==> config.mk <==
export PLATFORM = sky130hd
export DESIGN_NAME = spin_debug_top
export DESIGN_NICKNAME = d
export VERILOG_FILES = /design/src/logic/spin_debug_pkg.sv /design/src/logic/spin_phase_if.sv /design/src/logic/step_counter.sv /design/src/logic/spin_cmd_decode.sv /design/src/logic/spin_phase_sequencer.sv /design/src/logic/spin_read_capture.sv /design/src/logic/spin_debug_top.sv
export VERILOG_INCLUDE_DIRS = /design/src /design/src/logic
export SDC_FILE = /design/constraint.sdc
export NUM_CORES = 1
export LEC_CHECK = 0
export ABC_AREA = 1
export BUFFER_PORTS_ARGS = -buffer_cell sky130_fd_sc_hd__buf_2
export CAP_MARGIN = 20
export CORE_MARGIN = 3
export CORE_UTILIZATION = 32
export CTS_CLUSTER_DIAMETER = 50
export DETAILED_ROUTE_END_ITERATION = 6
export SYNTH_ARGS = -nofsm -noshare
export SYNTH_HDL_FRONTEND = slang
export SYNTH_HIERARCHICAL = 1
export SYNTH_SLANG_ARGS = --single-unit
==> constraint.sdc <==
create_clock -name clk_i -period 7.12 [get_ports clk_i]
set_input_delay 0.356 -clock clk_i [delete_from_list [all_inputs] [get_ports clk_i]]
set_output_delay 0.356 -clock clk_i [all_outputs]
set_load 0.005 [all_outputs]
==> src/logic/spin_debug_defines.svh <==
/*
 * spin debug path sizing
 * array size, per-spin bitline width and step counter width
 */
`ifndef SPIN_DEBUG_DEFINES_SVH
`define SPIN_DEBUG_DEFINES_SVH

// spins in the array
`define SPIN_NUM 8

// bits per spin on the write bitlines, also the width of one read tally
`define SPIN_BITDATA 4

// cycle count and read number width
`define SPIN_CNT_W 8

`endif

==> src/logic/spin_debug_pkg.sv <==
/*
 * spin debug shared types
 * granted operation and sequencer phase encodings
 */
package spin_debug_pkg;

    // operation granted by the decoder
    typedef enum logic [1:0] {
        OP_NONE     = 2'd0,
        OP_WRITE    = 2'd1,
        OP_FEEDBACK = 2'd2,
        OP_READ     = 2'd3
    } dbg_op_e;

    // phase currently driven onto the array
    typedef enum logic [1:0] {
        PH_IDLE     = 2'd0,
        PH_WRITE    = 2'd1,
        PH_FEEDBACK = 2'd2,
        PH_READ     = 2'd3
    } seq_phase_e;

endpackage

==> src/logic/spin_phase_if.sv <==
/*
 * spin phase bus
 * start/op from the decoder, busy and read timing from the sequencer
 */
`timescale 1ns/1ps

interface spin_phase_if;
    import spin_debug_pkg::*;

    logic    start;
    dbg_op_e op;
    logic    busy;
    logic    read_strobe;
    logic    read_first;
    logic    read_last;

    modport decode (
        output start,
        output op,
        input  busy
    );

    modport sequencer (
        input  start,
        input  op,
        output busy,
        output read_strobe,
        output read_first,
        output read_last
    );

    modport capture (
        input read_strobe,
        input read_first,
        input read_last
    );

endinterface

==> src/logic/step_counter.sv <==
/*
 * step counter with a loadable limit
 * maxed_o flags the last step before the limit is reached
 */
`timescale 1ns/1ps
`include "spin_debug_defines.svh"

module step_counter (
    input  logic                   clk_i,
    input  logic                   rst_n_i,
    input  logic                   load_i,
    input  logic                   clear_i,
    input  logic                   step_i,
    input  logic [`SPIN_CNT_W-1:0] limit_i,
    output logic                   maxed_o
);
    localparam int CNT_W = `SPIN_CNT_W;

    logic [CNT_W-1:0] limit_q;
    logic [CNT_W-1:0] count_q;
    logic [CNT_W-1:0] count_inc;

    assign count_inc = count_q + CNT_W'(1);

    // high during the final step cycle
    assign maxed_o = (count_inc == limit_q);

    // limit register, defaults to a single step
    always_ff @(posedge clk_i or negedge rst_n_i) begin
        if (!rst_n_i) begin
            limit_q <= CNT_W'(1);
        end else if (load_i) begin
            limit_q <= limit_i;
        end
    end

    // clear wins over step
    always_ff @(posedge clk_i or negedge rst_n_i) begin
        if (!rst_n_i) begin
            count_q <= '0;
        end else if (clear_i) begin
            count_q <= '0;
        end else if (step_i) begin
            count_q <= count_inc;
        end
    end

endmodule

==> src/logic/spin_cmd_decode.sv <==
/*
 * debug request decoder
 * fixed priority write > feedback > read, one start pulse per grant
 */
`timescale 1ns/1ps

module spin_cmd_decode (
    input  logic         clk_i,
    input  logic         rst_n_i,
    input  logic         en_i,
    input  logic         debug_wen_i,
    input  logic         debug_feedback_en_i,
    input  logic         debug_ren_i,
    spin_phase_if.decode ph
);
    import spin_debug_pkg::*;

    logic    grant_ok;
    logic    granted_q;
    dbg_op_e op_sel;

    // path free to accept a new request
    // granted_q covers the cycle before busy rises
    assign grant_ok = en_i & ~ph.busy & ~granted_q;

    always_comb begin
        op_sel = OP_NONE;
        if (grant_ok) begin
            if (debug_wen_i) begin
                op_sel = OP_WRITE;
            end else if (debug_feedback_en_i) begin
                op_sel = OP_FEEDBACK;
            end else if (debug_ren_i) begin
                op_sel = OP_READ;
            end
        end
    end

    assign ph.start = (op_sel != OP_NONE);
    assign ph.op    = op_sel;

    always_ff @(posedge clk_i or negedge rst_n_i) begin
        if (!rst_n_i) begin
            granted_q <= 1'b0;
        end else begin
            granted_q <= ph.start;
        end
    end

endmodule

==> src/logic/spin_phase_sequencer.sv <==
/*
 * spin phase sequencer
 * runs timed write, feedback and read phases and gates the array drives
 */
`timescale 1ns/1ps
`include "spin_debug_defines.svh"

module spin_phase_sequencer (
    input  logic                                  clk_i,
    input  logic                                  rst_n_i,
    input  logic                                  en_i,
    input  logic                                  cfg_load_i,
    input  logic [`SPIN_CNT_W-1:0]                cycle_per_write_i,
    input  logic [`SPIN_CNT_W-1:0]                cycle_per_compute_i,
    input  logic [`SPIN_CNT_W-1:0]                cycle_per_read_i,
    input  logic [`SPIN_CNT_W-1:0]                read_num_i,
    input  logic [`SPIN_NUM-1:0]                  wwl_strobe_i,
    input  logic [`SPIN_NUM-1:0]                  feedback_mask_i,
    input  logic [`SPIN_NUM*`SPIN_BITDATA-1:0]    wbl_data_i,
    spin_phase_if.sequencer                       ph,
    output logic [`SPIN_NUM-1:0]                  spin_wwl_o,
    output logic [`SPIN_NUM-1:0]                  spin_feedback_o,
    output logic [`SPIN_NUM*`SPIN_BITDATA-1:0]    wbl_spin_o,
    output logic [`SPIN_NUM*`SPIN_BITDATA-1:0]    wblb_spin_o,
    output spin_debug_pkg::seq_phase_e            phase_o
);
    import spin_debug_pkg::*;

    logic                               cfg_load;
    logic                               start_q;
    dbg_op_e                            op_q;
    seq_phase_e                         phase_q;
    seq_phase_e                         phase_d;
    logic                               wr_maxed;
    logic                               cmp_maxed;
    logic                               rc_maxed;
    logic                               rn_maxed;
    logic                               rd_strobe;
    logic                               strobe_seen_q;
    logic [`SPIN_NUM-1:0]               wwl_strobe_q;
    logic [`SPIN_NUM-1:0]               feedback_mask_q;
    logic [`SPIN_NUM*`SPIN_BITDATA-1:0] wbl_data_q;

    assign cfg_load = cfg_load_i & en_i;

    // configuration payload
    always_ff @(posedge clk_i) begin
        if (cfg_load) begin
            wwl_strobe_q    <= wwl_strobe_i;
            feedback_mask_q <= feedback_mask_i;
            wbl_data_q      <= wbl_data_i;
        end
    end

    // phase timers, held at zero outside their phase
    step_counter u_write_cnt (
        .clk_i   (clk_i),
        .rst_n_i (rst_n_i),
        .load_i  (cfg_load),
        .clear_i (phase_q != PH_WRITE),
        .step_i  (phase_q == PH_WRITE),
        .limit_i (cycle_per_write_i),
        .maxed_o (wr_maxed)
    );

    step_counter u_compute_cnt (
        .clk_i   (clk_i),
        .rst_n_i (rst_n_i),
        .load_i  (cfg_load),
        .clear_i (phase_q != PH_FEEDBACK),
        .step_i  (phase_q == PH_FEEDBACK),
        .limit_i (cycle_per_compute_i),
        .maxed_o (cmp_maxed)
    );

    // read window timer wraps every R cycles
    step_counter u_read_cyc_cnt (
        .clk_i   (clk_i),
        .rst_n_i (rst_n_i),
        .load_i  (cfg_load),
        .clear_i ((phase_q != PH_READ) | rc_maxed),
        .step_i  (phase_q == PH_READ),
        .limit_i (cycle_per_read_i),
        .maxed_o (rc_maxed)
    );

    // one step per read strobe
    step_counter u_read_num_cnt (
        .clk_i   (clk_i),
        .rst_n_i (rst_n_i),
        .load_i  (cfg_load),
        .clear_i (phase_q != PH_READ),
        .step_i  (rd_strobe),
        .limit_i (read_num_i),
        .maxed_o (rn_maxed)
    );

    assign rd_strobe      = (phase_q == PH_READ) & rc_maxed;
    assign ph.read_strobe = rd_strobe;
    assign ph.read_first  = rd_strobe & ~strobe_seen_q;
    assign ph.read_last   = rd_strobe & rn_maxed;
    assign ph.busy        = (phase_q != PH_IDLE);

    always_comb begin
        phase_d = phase_q;
        if (!en_i) begin
            phase_d = PH_IDLE;
        end else begin
            case (phase_q)
                PH_IDLE: begin
                    if (start_q) begin
                        case (op_q)
                            OP_WRITE:    phase_d = PH_WRITE;
                            OP_FEEDBACK: phase_d = PH_FEEDBACK;
                            OP_READ:     phase_d = PH_READ;
                            default:     phase_d = PH_IDLE;
                        endcase
                    end
                end
                PH_WRITE:    if (wr_maxed) phase_d = PH_IDLE;
                PH_FEEDBACK: if (cmp_maxed) phase_d = PH_IDLE;
                PH_READ:     if (ph.read_last) phase_d = PH_IDLE;
                default:     phase_d = PH_IDLE;
            endcase
        end
    end

    always_ff @(posedge clk_i or negedge rst_n_i) begin
        if (!rst_n_i) begin
            start_q       <= 1'b0;
            op_q          <= OP_NONE;
            phase_q       <= PH_IDLE;
            strobe_seen_q <= 1'b0;
        end else begin
            start_q <= ph.start & en_i;
            op_q    <= ph.op;
            phase_q <= phase_d;
            if (phase_q != PH_READ) begin
                strobe_seen_q <= 1'b0;
            end else if (rd_strobe) begin
                strobe_seen_q <= 1'b1;
            end
        end
    end

    // array drives, zero outside their phase
    assign spin_wwl_o      = (phase_q == PH_WRITE) ? wwl_strobe_q : '0;
    assign wbl_spin_o      = (phase_q == PH_WRITE) ? wbl_data_q : '0;
    assign wblb_spin_o     = (phase_q == PH_WRITE) ? ~wbl_data_q : '0;
    assign spin_feedback_o = ((phase_q == PH_FEEDBACK) || (phase_q == PH_READ)) ?
                             feedback_mask_q : '0;
    assign phase_o         = phase_q;

endmodule

==> src/logic/spin_read_capture.sv <==
/*
 * spin read capture
 * saturating per-spin count of sampled ones over a read burst
 */
`timescale 1ns/1ps
`include "spin_debug_defines.svh"

module spin_read_capture (
    input  logic                               clk_i,
    input  logic                               rst_n_i,
    input  logic [`SPIN_NUM-1:0]               spin_state_i,
    spin_phase_if.capture                      ph,
    output logic [`SPIN_NUM*`SPIN_BITDATA-1:0] read_tally_o,
    output logic                               read_valid_o
);
    localparam int BD = `SPIN_BITDATA;

    logic [`SPIN_NUM*BD-1:0] acc_q;
    logic [`SPIN_NUM*BD-1:0] acc_d;

    // next tally per spin, restarting on the first strobe
    always_comb begin
        logic [BD-1:0] base;
        acc_d = acc_q;
        for (int i = 0; i < `SPIN_NUM; i++) begin
            base = ph.read_first ? '0 : acc_q[i*BD +: BD];
            if (&base) begin
                acc_d[i*BD +: BD] = base;
            end else begin
                acc_d[i*BD +: BD] = base + BD'(spin_state_i[i]);
            end
        end
    end

    // running tallies, only meaningful inside a burst
    always_ff @(posedge clk_i) begin
        if (ph.read_strobe) begin
            acc_q <= acc_d;
        end
    end

    // burst result, held until the next burst ends
    always_ff @(posedge clk_i or negedge rst_n_i) begin
        if (!rst_n_i) begin
            read_tally_o <= '0;
            read_valid_o <= 1'b0;
        end else begin
            read_valid_o <= ph.read_last;
            if (ph.read_last) begin
                read_tally_o <= acc_d;
            end
        end
    end

endmodule

==> src/logic/spin_debug_top.sv <==
/*
 * spin array debug path
 * request decode, phase sequencing and read-back tallies
 */
`timescale 1ns/1ps
`include "spin_debug_defines.svh"

module spin_debug_top (
    input  logic                               clk_i,
    input  logic                               rst_n_i,
    input  logic                               en_i,
    // configuration
    input  logic                               cfg_load_i,
    input  logic [`SPIN_CNT_W-1:0]             cycle_per_write_i,
    input  logic [`SPIN_CNT_W-1:0]             cycle_per_compute_i,
    input  logic [`SPIN_CNT_W-1:0]             cycle_per_read_i,
    input  logic [`SPIN_CNT_W-1:0]             read_num_i,
    input  logic [`SPIN_NUM-1:0]               wwl_strobe_i,
    input  logic [`SPIN_NUM-1:0]               feedback_mask_i,
    input  logic [`SPIN_NUM*`SPIN_BITDATA-1:0] wbl_data_i,
    // debug requests
    input  logic                               debug_wen_i,
    input  logic                               debug_feedback_en_i,
    input  logic                               debug_ren_i,
    // analog array
    input  logic [`SPIN_NUM-1:0]               spin_state_i,
    output logic [`SPIN_NUM-1:0]               spin_wwl_o,
    output logic [`SPIN_NUM-1:0]               spin_feedback_o,
    output logic [`SPIN_NUM*`SPIN_BITDATA-1:0] wbl_spin_o,
    output logic [`SPIN_NUM*`SPIN_BITDATA-1:0] wblb_spin_o,
    output logic                               read_sync_o,
    // read-back and status
    output logic [`SPIN_NUM*`SPIN_BITDATA-1:0] read_tally_o,
    output logic                               read_valid_o,
    output spin_debug_pkg::seq_phase_e         phase_o,
    output logic                               debug_idle_o,
    output logic                               debug_w_idle_o,
    output logic                               debug_feedback_idle_o,
    output logic                               debug_r_idle_o
);
    import spin_debug_pkg::*;

    spin_phase_if ph_bus ();

    spin_cmd_decode u_decode (
        .clk_i               (clk_i),
        .rst_n_i             (rst_n_i),
        .en_i                (en_i),
        .debug_wen_i         (debug_wen_i),
        .debug_feedback_en_i (debug_feedback_en_i),
        .debug_ren_i         (debug_ren_i),
        .ph                  (ph_bus.decode)
    );

    spin_phase_sequencer u_sequencer (
        .clk_i               (clk_i),
        .rst_n_i             (rst_n_i),
        .en_i                (en_i),
        .cfg_load_i          (cfg_load_i),
        .cycle_per_write_i   (cycle_per_write_i),
        .cycle_per_compute_i (cycle_per_compute_i),
        .cycle_per_read_i    (cycle_per_read_i),
        .read_num_i          (read_num_i),
        .wwl_strobe_i        (wwl_strobe_i),
        .feedback_mask_i     (feedback_mask_i),
        .wbl_data_i          (wbl_data_i),
        .ph                  (ph_bus.sequencer),
        .spin_wwl_o          (spin_wwl_o),
        .spin_feedback_o     (spin_feedback_o),
        .wbl_spin_o          (wbl_spin_o),
        .wblb_spin_o         (wblb_spin_o),
        .phase_o             (phase_o)
    );

    spin_read_capture u_capture (
        .clk_i        (clk_i),
        .rst_n_i      (rst_n_i),
        .spin_state_i (spin_state_i),
        .ph           (ph_bus.capture),
        .read_tally_o (read_tally_o),
        .read_valid_o (read_valid_o)
    );

    // sample point for the array
    assign read_sync_o = ph_bus.read_strobe;

    // status decoded from the phase
    assign debug_idle_o          = (phase_o == PH_IDLE);
    assign debug_w_idle_o        = (phase_o != PH_WRITE);
    assign debug_feedback_idle_o = (phase_o != PH_FEEDBACK);
    assign debug_r_idle_o        = (phase_o != PH_READ);

endmodule

# [After elaboration in Yosys (flattened, before gate mapping)]
# Cells that the tools add are included.
[word_totals] register_bits=184 in_bits=95 out_inout_bits=120 wordCells=118
[op_classes] n_bitwise=12 n_addsub=12 n_eq_ne=17 mux=41 reduce_logical=17
[op_table] cell="8-bit 2-to-1 mux" n=10
[op_table] cell="32-bit 2-to-1 mux" n=2
[op_table] cell="4-bit 2-to-1 mux" n=16
[op_table] cell="4-bit AND reduction" n=9
[op_table] cell="4-bit by 1-bit adder with 4-bit output" n=8
[op_table] cell="8-bit by 1-bit adder with 8-bit output, second input constant" n=4
[op_table] cell="8-bit == test" n=4
[op_table] cell="32-bit inverter" n=1
[op_table] cell="2-bit 2-to-1 mux" n=9
[op_table] cell="3-bit by 2-bit inequality test with 1-bit output, second input constant" n=4
[op_table] cell="2-bit nonzero test" n=6
[op_table] cell="2-bit == test, second input constant" n=4
[op_table] cell="2-bit case mux with 4 select lines" n=1
[op_table] cell="1-bit bitwise AND" n=7
[op_table] cell="2-bit case mux with 3 select lines" n=1
[op_table] cell="2-bit by 1-bit == test with 1-bit output, second input constant" n=2
[op_table] cell="2-bit inequality test, second input constant" n=2
[op_table] cell="1-bit inverter" n=3
[op_table] cell="2-bit logical NOT" n=1
[op_table] cell="1-bit 2-to-1 mux" n=2
[op_table] cell="2-bit by 1-bit inequality test with 1-bit output, second input constant" n=1
[op_table] cell="1-bit logical OR" n=1
[op_table] cell="1-bit OR" n=1

# [Longest topological paths before layout]
[logic_depth] ltp_word=7 depth_mapped=25 ltp_nobuf=22

# [Hierarchy]
# Netlist, hierarchy kept.
[by_module_without_submodules] mod="step_counter" area_per_inst_um2=864.6 cells_per_inst=113 instances=4
[by_module_without_submodules] mod="spin_read_capture" area_per_inst_um2=3369.5 cells_per_inst=353 instances=1
[by_module_without_submodules] mod="spin_phase_sequencer" area_per_inst_um2=2386.0 cells_per_inst=242 instances=1
[by_module_without_submodules] mod="spin_cmd_decode" area_per_inst_um2=80.1 cells_per_inst=15 instances=1
[by_module_without_submodules] mod="spin_debug_top" area_per_inst_um2=22.5 cells_per_inst=6 instances=1

# [Least setup slack after synthesis]
# OpenSTA, ideal clock, no wires.
[synth_path] path_kind="reg-to-reg" from="register u_sequencer.u_read_cyc_cnt.count_q[0]" to="register u_sequencer.u_read_num_cnt.count_q[1]" setup_ns=0.083 arrival_time_ns=3.444 setup_slack_ns=3.594 stages_incl_launch_ff=13 synth_period_minus_slack_ns=3.526 n_path_buf=0 cell_sequence="dfrtp_1 -> ha_1 -> nand3_1 -> xor2_1 -> xor2_1 -> nand3_1 -> nor2_1 -> inv_1 -> nor2_1 -> inv_1 -> nor2_1 -> inv_1 -> o21ai_0"
[synth_via] elab_chain_len=4
[synth_rtl] item="start: declaration" line="step_counter.sv:20" text="logic [CNT_W-1:0] count_q;"
[synth_rtl] item="start signal: assignment" line="step_counter.sv:44" text="count_q <= count_inc;"
[synth_rtl] item="8-bit by 1-bit adder with 8-bit output" line="step_counter.sv:23" text="assign count_inc = count_q + CNT_W'(1);"
[synth_rtl] item="8-bit == test" line="step_counter.sv:26" text="assign maxed_o = (count_inc == limit_q);"
[synth_rtl] item="net u_sequencer.rc_maxed" line="spin_phase_sequencer.sv:36" text="logic rc_maxed;"
[synth_rtl] item="1-bit bitwise AND" line="spin_phase_sequencer.sv:98" text="assign rd_strobe = (phase_q == PH_READ) & rc_maxed;"
[synth_rtl] item="net read_sync_o" line="spin_debug_top.sv:31" text="output logic read_sync_o,"
[synth_rtl] item="2-bit nonzero test (no line)"
[synth_rtl] item="end signal: assignment" line="step_counter.sv:44"
[synth_rtl] item="end: declaration" line="step_counter.sv:20"
# The timed path passes the listed nets, and every way through them passes these cells.
# A chain may end at the register's enable or synchronous reset.

# [Final worst setup path]
[layout_path] from="register u_sequencer.u_read_cyc_cnt.count_q[0]" to="output read_sync_o"
[layout_via] elab_chain_len=3
[layout_rtl] item="8-bit by 1-bit adder with 8-bit output" line="step_counter.sv:23"
[layout_rtl] item="8-bit == test" line="step_counter.sv:26"
[layout_rtl] item="net u_sequencer.rc_maxed" line="spin_phase_sequencer.sv:36"
[layout_rtl] item="1-bit bitwise AND" line="spin_phase_sequencer.sv:98"
[layout_rtl] item="end: declaration" line="spin_debug_top.sv:31"
# The timed path passes the listed nets, and every way through them passes these cells.

==> flow_summary.toml <==
[clocking]
cts-htree-levels = 4
cts.sinks = 184
cts-root-buf = "clkbuf_16"
clk_latency_ns = 0.44
cts_buffers = 17
clk_path_buf_depth = 2
cts_setup_buffers = 0
cts.clk_slew.worst_paths_ns = 0.07
cts_tree = "yes"

[flow_run]
drv_cap = 0

[power_and_ir_drop]
clock_power_share_pct = 37.6
intPower_mw = 1.87
leakage_nw = 5.60
vdd_ir_drop_max_mv = 0.153
p_comb_share_pct = 16.0
pwr-share-seq_pct = 46.4
power.density_mw_per_mm2 = 231
p_sw_share_pct = 28.8
switchingPower_uw = 756

[placement]
placed_cells = 1643
gp_congestion = 0.802
dpl_worst_slack_ns = 3.91
hpwlAfterDp_mm = 15.6
port_buffers = 214

[logic_synthesis]
syn_area_per_cell_um2 = 8.72
netlist_top_cells_count = "nand2_1, inv_1, nor2_1, dfrtp_1, edfxtp_1"
synth_top_area_cell = "dfrtp_1"
ys.flop_type = "dfrtp_1"
yosysSeqAreaShare_pct = 53.8
yosysUniqueCellTypes = 33
synth_edf_count = 80
ys_seq_elements = 184
syn_nets = 1183
yosys.cell_count.top_type = "nand2_1"
synthTopCellsByArea = "dfrtp_1, edfxtp_1, nand2_1, inv_1, nor2_1"
synth_top_area_share_pct = 26.9
syn_inst = 1068
postSynth.asyncResetShare_pct = 56.5
ys_warn_count = 6
syn_area_mm2 = 0.00932

[route]
met1_length_mm = 10.1
top_layer = "met4"
routedWlPerCell_um = 12.8
met3WireLength_um = 993
vias = 7384
ant_nets = 0
vias_per_cell = 4.40
drc = 0
drtIter0Drc = 397
wl_mm = 21.5
dr.pass1.iters = 5
dr_wl_met2_mm = 10.2

[setup_path]
end_kind = "primary output"
cp-start-kind = "flip-flop"
cp_max_fo = 33
crit_type = "reg2out"
crit_arrival_ns = 2.86
required_ns = 6.76

[sta]
tightest_slew_ns = 0.938
slew_headroom_pct = 37.5
setup_violations = 0
min_period_ns = 3.21
drv_slew = 0
period_share_pct = 45.1
fmax_ghz = 0.311
hold_violations = 0
fin_skew_ns = 0.0117
rsz0062_at_grt = "false"
worst_slack_ns = 3.91
fin_setup_tns_ns = 0

[floorplanning]
coreArea_mm2 = 0.0282
start_util_pct = 33.0
die_x_um = 177
ioPinCount = 215
fp.dieH_um = 177
placementRows = 61
die_area_mm2 = 0.0312

[grt]
grt_max_degree = 74
antenna_found_initial = 1
grt_pass1_wl_mm = 34.4
grt_pass1_vias = 6908
grt_overflow = 0
grtUsageTotal_pct = 13.8

[final_layout]
final_cells = 1677
layout-drive-gt1-share_pct = 23.8
nets = 1400
syn_to_final_growth_pct = 21.9
fill_cells = 2891

[outcome]
outcome = "finished, final reports clean"

[worst_hold_path]
hold_path_class = "in2reg"
==> critical path, stage by stage, from the launching register on <==
cell	delay, ns
dfrtp_1	0.42
ha_1	0.24
nand3_1	0.14
xor2_1	0.24
xor2_1	0.16
nand3_1	0.08
nor2_1	0.19
inv_1	0.14
nor2_4	0.15
buf_4	0.43
buf_2	0.20
==> per-layer routing <==
| layer | vias up | GRT usage, % |
|---|---|---|
| li1 | 3761 | - |
| met1 | 3431 | 18.5 |
| met2 | 171 | 22.8 |
| met5 | - | 0 |
| met3 | 21 | 2.92 |
| met4 | 0 | 3.70 |
==> cell families after synthesis <==
group                      count (synthesis)  synth area share (%)
xor gates and xnor gates                  24                  3.17
AOI/OAI and AO/OA                         77                  4.62
adders and majority gates                 20                  2.69
DFF                                      184                  53.8
muxes                                      8                 0.967
buffers and inverters                    224                  10.2
and+or+nand+nor                          531                  24.6
==> path summary, 6_finish.rpt <==
kind	slack, ns	end	depth (start not counted)	startpoint
worst max-delay path	3.91	read_sync_o	10	u_sequencer/u_read_cyc_cnt/count_q[0]$_DFFE_PN0P_
worst min-delay path	0.09	u_sequencer/wbl_data_q[11]$_DFFE_PP_	1	wbl_data_i[11]
worst min register to register	0.48	u_capture/read_tally_o[19]$_DFFE_PN0P_	2	u_capture/read_tally_o[19]$_DFFE_PN0P_
max in group asynchronous	5.41	u_capture/read_tally_o[18]$_DFFE_PN0P_	3	rst_n_i
worst max register to register	3.91	u_capture/acc_q[18]$_DFFE_PP_	14	u_sequencer/u_read_cyc_cnt/count_q[0]$_DFFE_PN0P_
min in group asynchronous	0.40	u_sequencer/u_compute_cnt/limit_q[2]$_DFFE_PN0P_	2	rst_n_i
==> cells in the final DEF, fill, tap and decap left out, types with 3 or more instances in the layout <==
| cell | n |
|---|---|
| xnor3_1 | 4 |
| nor2_2 | 6 |
| nand2_2 | 6 |
| edfxtp_1 | 80 |
| dfstp_2 | 4 |
| a31oi_1 | 16 |
| nand4_1 | 9 |
| buf_4 | 7 |
| inv_1 | 198 |
| inv_6 | 5 |
| nand3_2 | 5 |
| nor2_1 | 166 |
| o22ai_1 | 20 |
| clkinv_4 | 3 |
| dfrtp_1 | 100 |
| clkinv_2 | 4 |
| xnor2_1 | 4 |
| and2_1 | 4 |
| xor2_2 | 4 |
| nor2_4 | 9 |
| nand3_1 | 47 |
| clkbuf_16 | 17 |
| buf_2 | 213 |
| nand2_4 | 11 |
| xor2_1 | 12 |
| mux2_2 | 8 |
| nand2_1 | 267 |
| o21ai_0 | 41 |
| ha_1 | 20 |
==> power groups by stage <==
| stage | combinational [mW] | sequential [mW] | clock, mW |
|---|---|---|---|
| finish | 0.419 | 1.22 | 0.987 |
| detailed placement | 0.425 | 1.24 | 0 |
| global route | 0.480 | 1.23 | 1.07 |
| floorplan | 0.275 | 1.22 | 0 |
| global placement | 0.419 | 1.24 | 0 |
| CTS | 0.427 | 1.22 | 1.03 |
==> sequential cells by signal, summed over array words and instances, names as in the netlist <==
signal,flops
u_capture/acc_q,32
u_capture/read_tally_o,32
u_sequencer/wbl_data_q,32
u_sequencer/feedback_mask_q,8
u_sequencer/u_compute_cnt/count_q,8
u_sequencer/u_compute_cnt/limit_q,8
u_sequencer/u_read_cyc_cnt/count_q,8
u_sequencer/u_read_cyc_cnt/limit_q,8
u_sequencer/u_read_num_cnt/count_q,8
u_sequencer/u_read_num_cnt/limit_q,8
u_sequencer/u_write_cnt/count_q,8
u_sequencer/u_write_cnt/limit_q,8
u_sequencer/wwl_strobe_q,8
u_sequencer/op_q,2
u_sequencer/phase_o,2
u_capture/read_valid_o,1
u_decode/granted_q,1
u_sequencer/start_q,1
u_sequencer/strobe_seen_q,1
==> through the flow <==
stage | hold slack, ns | instance area (µm²) | power, mW | util [%]
2_1_floorplan | 0.0604 | 9320 | 1.49 | -
3_5_place_dp | 0.339 | 10700 | 1.67 | 38.0
6_report | 0.0949 | 11400 | 2.62 | 40.2
4_1_cts | 0.0635 | 11400 | 2.68 | 40.2
3_3_place_gp | 0.342 | 10700 | 1.66 | 38.0
5_1_grt | 0.0591 | 11400 | 2.78 | 40.2
==> final cells by class <==
cell class | instances | area [µm²] | area share [%]
Multi-Input combinational cell | 660 | 3370 | 29.7
Antenna cell | 1 | 2.50 | 0.0220
Clock buffer | 17 | 425 | 3.75
Tap cell | 378 | 473 | 4.16
Timing Repair Buffer | 221 | 1130 | 9.94
Sequential cell | 184 | 5010 | 44.1
Clock inverter | 15 | 186 | 1.64
Inverter | 201 | 762 | 6.71
==> repair_timing <==
| item | 4_1_cts | 5_1_grt |
|---|---|---|
| hold endpoints to repair | 31 | 0 |
| gates resized for setup | 0 | 0 |
| hold buffers | 1 | 0 |
Note: power is estimated with default switching activity, not from simulation.
